## config.mk

```make
export PLATFORM = sky130hd
export DESIGN_NAME = decode_stage
export DESIGN_NICKNAME = d
export VERILOG_FILES = /design/src/design/decode_pkg.sv /design/src/design/control_decoder.sv /design/src/design/register_file.sv /design/src/design/branch_resolver.sv /design/src/design/id_ex_register.sv /design/src/design/decode_stage.sv
export SDC_FILE = /design/constraint.sdc
export NUM_CORES = 2
export LEC_CHECK = 0
export BUFFER_PORTS_ARGS = -buffer_cell sky130_fd_sc_hd__buf_2
export CELL_PAD_IN_SITES_DETAIL_PLACEMENT = 2
export CELL_PAD_IN_SITES_GLOBAL_PLACEMENT = 2
export CORE_ASPECT_RATIO = 0.6
export CORE_MARGIN = 2
export CORE_UTILIZATION = 45
export CTS_CLUSTER_SIZE = 14
export DETAILED_ROUTE_END_ITERATION = 16
export GPL_TIMING_DRIVEN = 1
export PLACE_DENSITY_LB_ADDON = 0.2
export SLEW_MARGIN = 20
export SYNTH_ARGS = -nofsm -noshare
export SYNTH_HDL_FRONTEND = slang
export SYNTH_SLANG_ARGS = --single-unit
```

## constraint.sdc

```tcl
create_clock -name i_clk -period 6.3 [get_ports i_clk]
set_clock_uncertainty 0.1 [all_clocks]
set_input_delay 0.63 -clock i_clk [delete_from_list [all_inputs] [get_ports i_clk]]
set_output_delay 0.63 -clock i_clk [all_outputs]
set_load 0.01 [all_outputs]
```

## src/design/decode_pkg.sv

```systemverilog
`default_nettype none

package decode_pkg;

   localparam int word_w     = 32;
   localparam int reg_addr_w = 5;
   localparam int num_regs   = 1 << reg_addr_w;
   localparam int op_w       = 6;
   localparam int funct_w    = 6;
   localparam int imm_w      = 16;
   localparam int index_w    = 26;  // jump index field
   localparam int shamt_lsb  = 6;
   localparam int rd_lsb     = 11;
   localparam int rt_lsb     = 16;
   localparam int rs_lsb     = 21;

   typedef logic [word_w-1:0]     word_t;
   typedef logic [reg_addr_w-1:0] reg_idx_t;

   // standard MIPS major opcodes
   typedef enum logic [op_w-1:0] {
      op_special = 6'd0,
      op_j       = 6'd2,
      op_jal     = 6'd3,
      op_beq     = 6'd4,
      op_bne     = 6'd5,
      op_addi    = 6'd8,
      op_slti    = 6'd10,
      op_andi    = 6'd12,
      op_ori     = 6'd13,
      op_xori    = 6'd14,
      op_lui     = 6'd15,
      op_lb      = 6'd32,
      op_lh      = 6'd33,
      op_lw      = 6'd35,
      op_lbu     = 6'd36,
      op_lhu     = 6'd37,
      op_lwu     = 6'd39,
      op_sb      = 6'd40,
      op_sh      = 6'd41,
      op_sw      = 6'd43
   } opcode_e;

   // special group functions the decoder cares about
   typedef enum logic [funct_w-1:0] {
      fn_sll  = 6'd0,
      fn_srl  = 6'd2,
      fn_sra  = 6'd3,
      fn_jr   = 6'd8,
      fn_jalr = 6'd9
   } funct_e;

   typedef enum logic [3:0] {
      alu_none, alu_add, alu_slti, alu_andi, alu_ori, alu_xori, alu_lui, alu_jal,
      alu_func  // execute stage looks at funct
   } alu_op_e;

   typedef enum logic [1:0] {ext_jmp, ext_sgn, ext_zro, ext_spc} ext_mode_e;
   typedef enum logic [1:0] {src_a_pc, src_a_rs, src_a_ext, src_a_none} src_a_e;
   typedef enum logic       {src_b_rt, src_b_ext} src_b_e;
   typedef enum logic [1:0] {dest_rd, dest_rt, dest_r31} dest_sel_e;

   typedef enum logic [1:0] {mem_rd_none, mem_rd_byte, mem_rd_half, mem_rd_word} mem_rd_e;
   typedef enum logic [1:0] {mem_wr_none, mem_wr_byte, mem_wr_half, mem_wr_word} mem_wr_e;
   typedef enum logic [1:0] {wb_alu, wb_mem, wb_sign_byte, wb_sign_half} wb_sel_e;

   typedef struct packed {
      alu_op_e   alu_op;
      src_a_e    src_a;
      dest_sel_e dest_sel;
      src_b_e    src_b;
   } exec_ctrl_t;

   typedef struct packed {
      mem_rd_e rd;
      mem_wr_e wr;
   } mem_ctrl_t;

   typedef struct packed {
      logic    we;
      wb_sel_e sel;
   } wb_ctrl_t;

   // consumed in decode only, never latched
   typedef struct packed {
      logic beq;
      logic bne;
      logic jump;
      logic reg_jump;
   } flow_ctrl_t;

   typedef struct packed {
      word_t              pc;
      word_t              rs_val;
      word_t              rt_val;
      word_t              ext;
      logic [funct_w-1:0] funct;
      reg_idx_t           rs;
      reg_idx_t           rt;
      reg_idx_t           rd;
      exec_ctrl_t         exec;
      mem_ctrl_t          mem;
      wb_ctrl_t           wb;
   } id_ex_t;

endpackage

`default_nettype wire

```

## src/design/control_decoder.sv

```systemverilog
`timescale 1ns/1ps
`default_nettype none

module control_decoder (
   input  decode_pkg::word_t      i_instr,
   output decode_pkg::exec_ctrl_t o_exec,
   output decode_pkg::mem_ctrl_t  o_mem,
   output decode_pkg::wb_ctrl_t   o_wb,
   output decode_pkg::flow_ctrl_t o_flow,
   output decode_pkg::word_t      o_ext
);

   decode_pkg::ext_mode_e             ext_mode;
   logic [decode_pkg::op_w-1:0]       opcode;
   logic [decode_pkg::funct_w-1:0]    funct;
   logic                              is_reg_jump;

   assign opcode      = i_instr[decode_pkg::word_w-1 -: decode_pkg::op_w];
   assign funct       = i_instr[decode_pkg::funct_w-1:0];
   assign is_reg_jump = (funct == decode_pkg::fn_jr) || (funct == decode_pkg::fn_jalr);

   always_comb begin
      // no-op defaults where HALT and unknown opcodes stay
      ext_mode        = decode_pkg::ext_sgn;
      o_exec.alu_op   = decode_pkg::alu_none;
      o_exec.src_a    = decode_pkg::src_a_none;
      o_exec.dest_sel = decode_pkg::dest_rd;
      o_exec.src_b    = decode_pkg::src_b_ext;
      o_mem.rd        = decode_pkg::mem_rd_none;
      o_mem.wr        = decode_pkg::mem_wr_none;
      o_wb.we         = 1'b0;
      o_wb.sel        = decode_pkg::wb_alu;
      o_flow          = '0;
      case (opcode)
         decode_pkg::op_j: begin
            ext_mode    = decode_pkg::ext_jmp;
            o_flow.jump = 1'b1;
         end
         decode_pkg::op_jal: begin
            ext_mode        = decode_pkg::ext_jmp;
            o_exec.alu_op   = decode_pkg::alu_jal;  // link value built from pc
            o_exec.src_a    = decode_pkg::src_a_pc;
            o_exec.dest_sel = decode_pkg::dest_r31;
            o_flow.jump     = 1'b1;
            o_wb.we         = 1'b1;
         end
         decode_pkg::op_beq: o_flow.beq = 1'b1;
         decode_pkg::op_bne: o_flow.bne = 1'b1;
         decode_pkg::op_addi, decode_pkg::op_slti, decode_pkg::op_andi,
         decode_pkg::op_ori, decode_pkg::op_xori, decode_pkg::op_lui: begin
            o_exec.src_a    = decode_pkg::src_a_rs;
            o_exec.dest_sel = decode_pkg::dest_rt;
            o_wb.we         = 1'b1;
            if (opcode != decode_pkg::op_addi && opcode != decode_pkg::op_slti) begin
               ext_mode = decode_pkg::ext_zro;  // logical ops and lui
            end
            case (opcode)
               decode_pkg::op_addi: o_exec.alu_op = decode_pkg::alu_add;
               decode_pkg::op_slti: o_exec.alu_op = decode_pkg::alu_slti;
               decode_pkg::op_andi: o_exec.alu_op = decode_pkg::alu_andi;
               decode_pkg::op_ori:  o_exec.alu_op = decode_pkg::alu_ori;
               decode_pkg::op_xori: o_exec.alu_op = decode_pkg::alu_xori;
               default: begin
                  o_exec.alu_op = decode_pkg::alu_lui;
                  o_exec.src_a  = decode_pkg::src_a_none;
               end
            endcase
         end
         decode_pkg::op_lb, decode_pkg::op_lh, decode_pkg::op_lw,
         decode_pkg::op_lbu, decode_pkg::op_lhu, decode_pkg::op_lwu,
         decode_pkg::op_sb, decode_pkg::op_sh, decode_pkg::op_sw: begin
            o_exec.alu_op   = decode_pkg::alu_add;  // base + offset
            o_exec.src_a    = decode_pkg::src_a_rs;
            o_exec.dest_sel = decode_pkg::dest_rt;
            o_wb.sel        = decode_pkg::wb_mem;
            o_wb.we         = ~opcode[3];  // stores sit at 40..43
            case (opcode)
               decode_pkg::op_lb: begin
                  o_mem.rd = decode_pkg::mem_rd_byte;
                  o_wb.sel = decode_pkg::wb_sign_byte;
               end
               decode_pkg::op_lh: begin
                  o_mem.rd = decode_pkg::mem_rd_half;
                  o_wb.sel = decode_pkg::wb_sign_half;
               end
               decode_pkg::op_lbu:                    o_mem.rd = decode_pkg::mem_rd_byte;
               decode_pkg::op_lhu:                    o_mem.rd = decode_pkg::mem_rd_half;
               decode_pkg::op_lw, decode_pkg::op_lwu: o_mem.rd = decode_pkg::mem_rd_word;
               decode_pkg::op_sb:                     o_mem.wr = decode_pkg::mem_wr_byte;
               decode_pkg::op_sh:                     o_mem.wr = decode_pkg::mem_wr_half;
               default:                               o_mem.wr = decode_pkg::mem_wr_word;
            endcase
         end
         decode_pkg::op_special: begin
            ext_mode      = decode_pkg::ext_spc;
            o_exec.alu_op = decode_pkg::alu_func;
            o_exec.src_b  = decode_pkg::src_b_rt;
            case (funct)
               decode_pkg::fn_jalr: o_exec.src_a = decode_pkg::src_a_pc;
               decode_pkg::fn_sll, decode_pkg::fn_srl, decode_pkg::fn_sra:
                  o_exec.src_a = decode_pkg::src_a_ext;  // shamt into A
               default: o_exec.src_a = decode_pkg::src_a_rs;
            endcase
            o_flow.jump     = is_reg_jump;
            o_flow.reg_jump = is_reg_jump;
            // zero funct counts as the nop and never writes
            o_wb.we = !(funct == decode_pkg::fn_jr || funct == '0);
         end
         default: ;
      endcase
   end

   // immediate extension
   always_comb begin
      case (ext_mode)
         decode_pkg::ext_jmp:
            o_ext = {{(decode_pkg::word_w-decode_pkg::index_w){1'b0}},
                     i_instr[decode_pkg::index_w-1:0]};
         decode_pkg::ext_sgn:
            o_ext = {{(decode_pkg::word_w-decode_pkg::imm_w){i_instr[decode_pkg::imm_w-1]}},
                     i_instr[decode_pkg::imm_w-1:0]};
         decode_pkg::ext_zro:
            o_ext = {{(decode_pkg::word_w-decode_pkg::imm_w){1'b0}},
                     i_instr[decode_pkg::imm_w-1:0]};
         decode_pkg::ext_spc:
            o_ext = {{(decode_pkg::word_w-decode_pkg::reg_addr_w){1'b0}},
                     i_instr[decode_pkg::shamt_lsb +: decode_pkg::reg_addr_w]};
      endcase
   end

endmodule

`default_nettype wire

```

## src/design/register_file.sv

```systemverilog
`timescale 1ns/1ps
`default_nettype none

module register_file (
   input  logic                 i_clk,
   input  logic                 i_rst,
   input  decode_pkg::reg_idx_t i_rs_addr,
   input  decode_pkg::reg_idx_t i_rt_addr,
   input  decode_pkg::reg_idx_t i_wr_addr,
   input  decode_pkg::word_t    i_wr_data,
   input  logic                 i_wr_en,
   output decode_pkg::word_t    o_rs,
   output decode_pkg::word_t    o_rt,
   output logic                 o_equal
);

   decode_pkg::word_t regs [decode_pkg::num_regs];

   always_ff @(posedge i_clk) begin
      if (i_rst) begin
         for (int i = 0; i < decode_pkg::num_regs; i++) begin
            regs[i] <= '0;
         end
      end else if (i_wr_en && i_wr_addr != '0) begin  // $zero is read-only
         regs[i_wr_addr] <= i_wr_data;
      end
   end

   // async reads with no same-cycle write bypass
   assign o_rs = (i_rs_addr == '0) ? '0 : regs[i_rs_addr];
   assign o_rt = (i_rt_addr == '0) ? '0 : regs[i_rt_addr];

   assign o_equal = (o_rs == o_rt);  // beq/bne compare

endmodule

`default_nettype wire

```

## src/design/branch_resolver.sv

```systemverilog
`timescale 1ns/1ps
`default_nettype none

module branch_resolver (
   input  decode_pkg::flow_ctrl_t i_flow,
   input  decode_pkg::word_t      i_pc,
   input  decode_pkg::word_t      i_ext,
   input  decode_pkg::word_t      i_rs,
   input  logic                   i_equal,
   output decode_pkg::word_t      o_brh_addr,
   output decode_pkg::word_t      o_jmp_addr,
   output logic                   o_branch_taken,
   output logic                   o_pc_src,
   output logic                   o_flush,
   output logic                   o_is_branch,
   output logic                   o_is_reg_jump
);

   logic taken;

   // offset is relative to the pc of this instruction
   assign o_brh_addr = i_pc + (i_ext << 2);

   // jr/jalr take rs, j/jal stay in the current 256 MB region
   assign o_jmp_addr = i_flow.reg_jump ? i_rs :
                       {i_pc[decode_pkg::word_w-1:decode_pkg::index_w+2],
                        i_ext[decode_pkg::index_w-1:0], 2'b00};

   assign taken = (i_flow.beq & i_equal) | (i_flow.bne & ~i_equal);

   assign o_branch_taken = taken;
   assign o_pc_src       = i_flow.jump;
   assign o_flush        = taken | i_flow.jump;  // kill the fetched slot
   assign o_is_branch    = i_flow.beq | i_flow.bne;
   assign o_is_reg_jump  = i_flow.reg_jump;

endmodule

`default_nettype wire

```

## src/design/id_ex_register.sv

```systemverilog
`timescale 1ns/1ps
`default_nettype none

module id_ex_register (
   input  logic               i_clk,
   input  logic               i_rst,
   input  logic               i_bubble,
   input  decode_pkg::id_ex_t i_stage,
   output decode_pkg::id_ex_t o_stage
);

   always_ff @(posedge i_clk) begin
      if (i_rst) begin
         o_stage <= '0;
      end else begin
         o_stage <= i_stage;
         if (i_bubble) begin
            // control goes idle while data and indices still move
            o_stage.exec <= '0;
            o_stage.mem  <= '0;
            o_stage.wb   <= '0;
         end
      end
   end

endmodule

`default_nettype wire

```

## src/design/decode_stage.sv

```systemverilog
`timescale 1ns/1ps
`default_nettype none

module decode_stage (
   input  logic                 i_clk,
   input  logic                 i_rst,
   input  decode_pkg::word_t    i_pc,
   input  decode_pkg::word_t    i_instr,
   input  decode_pkg::word_t    i_wb_data,
   input  decode_pkg::reg_idx_t i_wb_addr,
   input  logic                 i_wb_we,
   input  logic                 i_bubble,
   output decode_pkg::id_ex_t   o_id_ex,
   output decode_pkg::word_t    o_brh_addr,
   output decode_pkg::word_t    o_jmp_addr,
   output logic                 o_branch_taken,
   output logic                 o_pc_src,
   output logic                 o_flush,
   output logic                 o_is_branch,
   output logic                 o_is_reg_jump
);

   decode_pkg::exec_ctrl_t exec;
   decode_pkg::mem_ctrl_t  mem;
   decode_pkg::wb_ctrl_t   wb;
   decode_pkg::flow_ctrl_t flow;
   decode_pkg::word_t      ext;
   decode_pkg::word_t      rs_val;
   decode_pkg::word_t      rt_val;
   decode_pkg::reg_idx_t   rs;
   decode_pkg::reg_idx_t   rt;
   decode_pkg::reg_idx_t   rd;
   logic                   equal;
   decode_pkg::id_ex_t     stage_d;

   // instruction fields
   assign rs = i_instr[decode_pkg::rs_lsb +: decode_pkg::reg_addr_w];
   assign rt = i_instr[decode_pkg::rt_lsb +: decode_pkg::reg_addr_w];
   assign rd = i_instr[decode_pkg::rd_lsb +: decode_pkg::reg_addr_w];

   control_decoder u_control_decoder (
      .i_instr (i_instr),
      .o_exec  (exec),
      .o_mem   (mem),
      .o_wb    (wb),
      .o_flow  (flow),
      .o_ext   (ext)
   );

   register_file u_register_file (
      .i_clk     (i_clk),
      .i_rst     (i_rst),
      .i_rs_addr (rs),
      .i_rt_addr (rt),
      .i_wr_addr (i_wb_addr),
      .i_wr_data (i_wb_data),
      .i_wr_en   (i_wb_we),
      .o_rs      (rs_val),
      .o_rt      (rt_val),
      .o_equal   (equal)
   );

   branch_resolver u_branch_resolver (
      .i_flow         (flow),
      .i_pc           (i_pc),
      .i_ext          (ext),
      .i_rs           (rs_val),
      .i_equal        (equal),
      .o_brh_addr     (o_brh_addr),
      .o_jmp_addr     (o_jmp_addr),
      .o_branch_taken (o_branch_taken),
      .o_pc_src       (o_pc_src),
      .o_flush        (o_flush),
      .o_is_branch    (o_is_branch),
      .o_is_reg_jump  (o_is_reg_jump)
   );

   assign stage_d = '{
      pc:     i_pc,
      rs_val: rs_val,
      rt_val: rt_val,
      ext:    ext,
      funct:  i_instr[decode_pkg::funct_w-1:0],
      rs:     rs,
      rt:     rt,
      rd:     rd,
      exec:   exec,
      mem:    mem,
      wb:     wb
   };

   id_ex_register u_id_ex_register (
      .i_clk    (i_clk),
      .i_rst    (i_rst),
      .i_bubble (i_bubble),
      .i_stage  (stage_d),
      .o_stage  (o_id_ex)
   );

endmodule

`default_nettype wire

```

==> impl_metrics.yaml <==
status:
  outcome: "finished clean"
place:
  place_hpwl_um: 179000
  dpl.cell_count: 6238
  gp_congestion: 0.928
  port_buffers: 338
global_route:
  grt_first_pass_wirelength_um: 377000
  overflow: 0
  grt_max_degree: 85
  grt_pass1_vias: 45100
  grtUsageTotal: 0.390
  antenna_found_initial: 48
cts:
  root_buffer: "clkbuf_16"
  h-tree-depth: 3
  clockBufferDepth: 3
  clkSlewWorstSetupHoldPaths_ns: 0.07
  cts_setup_buffers: 0
  clock_latency_ns: 0.78
  cts_buffers: 117
  cts_tree: "done"
  clock-sinks: 1183
sta:
  worst_pin_slew_ns: 1.44
  worst_hold_slack_ns: 0.0213
  max_freq_mhz: 163
  post-route-period-util: 0.976
  hold_viol: 0
  finalSetupViolations: 0
  drv_slew: 0
  period_minus_slack_ns: 6.15
  max_slew_margin: 0.0369
worst_setup_path:
  worstSetupStartpointType: "primary input"
  end_kind: "output port"
  r2r_end: "u_id_ex_register.o_stage[93]"
  worstPathRequired_ns: 5.57
  cp.arrival_ns: 5.42
  reg2regPathDepth: 6
  reg2reg_slack_ns: 3.48
  cp-endpoint: "o_flush"
  worst-setup-path-type: "in2out"
  startpoint: "i_instr[17]"
  cp_max_fo: 62
  regToRegStartpoint: "u_register_file.regs[10][24]"
synth:
  syn_inst: 4261
  yosys.area_share.simple: 0.144
  ys_warn_count: 0
  netlist_top_cells_count: "1023 x edfxtp_1, 1019 x and2_1, 513 x mux4_2, 278 x clkbuf_1, 178 x nor2_1"
  ys_seq_area_frac: 0.552
  synth_fa_ha_area_frac: 0.00623
  syn_area_per_cell_um2: 14.4
  muxShareOfSynthArea: 0.221
  synth_top_family_by_area: "multiplexers"
  synth_seq_cells: 1183
  synth_xor_area_frac: 0.00770
  synth-main-ff-cell: "edfxtp_1"
  async_flop_share: 0
  synth_edf_count: 1023
  netlist_area_mm2: 0.0614
  synth_compound_area_frac: 0.0358
  yosys-top-cells-area: "edfxtp_1 50%, mux4_2 19%, and2_1 10%"
  synth_cell_types: 77
  yosysTopAreaCell: "edfxtp_1"
  yosysMostFrequentCell: "edfxtp_1"
  synth_top_cell_area_share: 0.500
power:
  p_per_area_mw_per_mm2: 278
  p_total_w: 0.0193
  ir_drop_mv: 0.231
  leakagePower_nw: 25.3
finish:
  drive_gt1_frac: 0.288
  final_nets: 4704
  finalNonFillerCells: 6482
  area_growth_pct: 13.3
drt:
  wl_met1_um: 109000
  first_iter_violations: 7650
  vias: 44400
  wl_met3_um: 36400
  top_layer: "met5"
  drc: 0
  dr_wl_met2_um: 119000
  routed_wl_um: 276000
  wl_per_cell_um: 42.5
  final_antenna_net_count: 0
  viasPerCell: 6.85
  dr.pass1.iters: 8
floorplan:
  die_y_um: 290
  die_area_mm2: 0.140
  die_w_um: 481
  core_area_mm2: 0.135
  num_rows: 104
  initial_core_util: 0.456
  pin_count: 339
worst_hold_path:
  hp-class: "in2reg"
run:
  cap_violations: 0
==> per-stage QoR <==
step / setup TNS, ns / worst slack, ns / cell area (µm²) / utilization
CTS: 0 / 0.116 / 69500 / 0.516
finish: 0 / 0.154 / 69600 / 0.516
detailed placement: 0 / 0.268 / 65800 / 0.488
global placement: 0 / 0.416 / 65800 / 0.488
global route: -0.00622 / -0.00622 / 69600 / 0.516
floorplan: 0 / 0.966 / 61500 / -
==> layout by cell type, fill, tap and decap left out, drive strengths merged, types with 8 or more instances in the layout <==
cell type / instances
nand2b: 13
clkinv: 41
xor2: 19
buf: 554
dlygate4sd3: 11
xnor2: 35
edfxtp: 1023
clkbuf: 169
a21o: 14
nand3: 26
nor3: 30
o31ai: 8
o21a: 8
mux4: 523
nand2: 105
a21oi: 49
a211oi: 12
and3: 11
diode: 10
a221oi: 30
o22ai: 13
nand4: 13
conb: 31
o21bai: 8
o21ai: 94
mux2i: 143
nor2b: 69
nor2: 178
a22oi: 39
or2: 39
dfxtp: 160
ha: 29
mux2: 27
inv: 37
and2: 1019
==> power breakdown <==
group	total [W]	internal [W]	switching, W
Combinational	0.00311	0.00114	0.00197
Clock	0.00702	0.00373	0.00329
Sequential	0.00922	0.00896	0.000266
Total	0.0193	0.0138	0.00552
==> cells by family (layout without fill, tap and decap cells) <==
family,Yosys count,count (layout)
AOI/OAI and AO/OA,327,327
xor gates and xnor gates,54,54
adders and majority gates,30,30
buffers and inverters,443,822
DFF,1183,1183
muxes,693,693
other,1,41
and+or+nand+nor,1530,1530
==> how the worst min path moves through the flow <==
stage / from / endpoint / slack [ns] / depth (start not counted)
after detailed placement: i_instr[14] / u_id_ex_register.o_stage[51] / 0.76 / 2
after global routing: i_pc[13] / u_id_ex_register.o_stage[146] / 0.04 / 2
after global placement: i_pc[0] / u_id_ex_register.o_stage[133] / 0.76 / 2
final: i_pc[21] / u_id_ex_register.o_stage[154] / 0.02 / 2
after CTS: i_pc[7] / u_id_ex_register.o_stage[140] / 0.003 / 2
after floorplan: i_instr[5] / u_id_ex_register.o_stage[42] / 0.65 / 1
==> layout make-up <==
class / instances / area (µm²)
Fill cell: 12500 / 65200
Sequential cell: 1183 / 33900
Multi-Input combinational cell: 2665 / 25800
Timing Repair Buffer: 568 / 3800
Clock buffer: 166 / 3280
Tap cell: 1802 / 2250
Clock inverter: 54 / 353
Inverter: 34 / 130
Antenna cell: 10 / 25.0
==> state kept, by name, indices dropped and copies added, names as in the netlist <==
name / flops
u_id_ex_register.o_stage: 160
u_register_file.regs: 1023
==> routing by layer <==
layer,up-vias,track usage
li1,16600,-
met4,6,0.131
met5,-,0
met3,536,0.108
met2,3382,0.566
met1,23800,0.566
==> what timing repair did <==
action / CTS / global route
setup endpoints to repair: 0 / 6
hold buffers: 11 / 0
gates resized for setup: 0 / 7
hold endpoints to repair: 13 / 0
==> critical path: stages <==
cell and delay (ns):
buf_8 0.51, buf_12 0.38, mux4_2 0.36, mux2i_1 0.74, o22ai_1 0.15, o21ai_0 0.33, xor2_1 0.12, nor4_1 0.37
buf_4 0.18, nand4_1 0.30, nor4_2 0.39, buf_4 0.21, a21oi_1 0.10, or3b_1 0.36, buf_2 0.16
(Power assumes the default switching activity.)
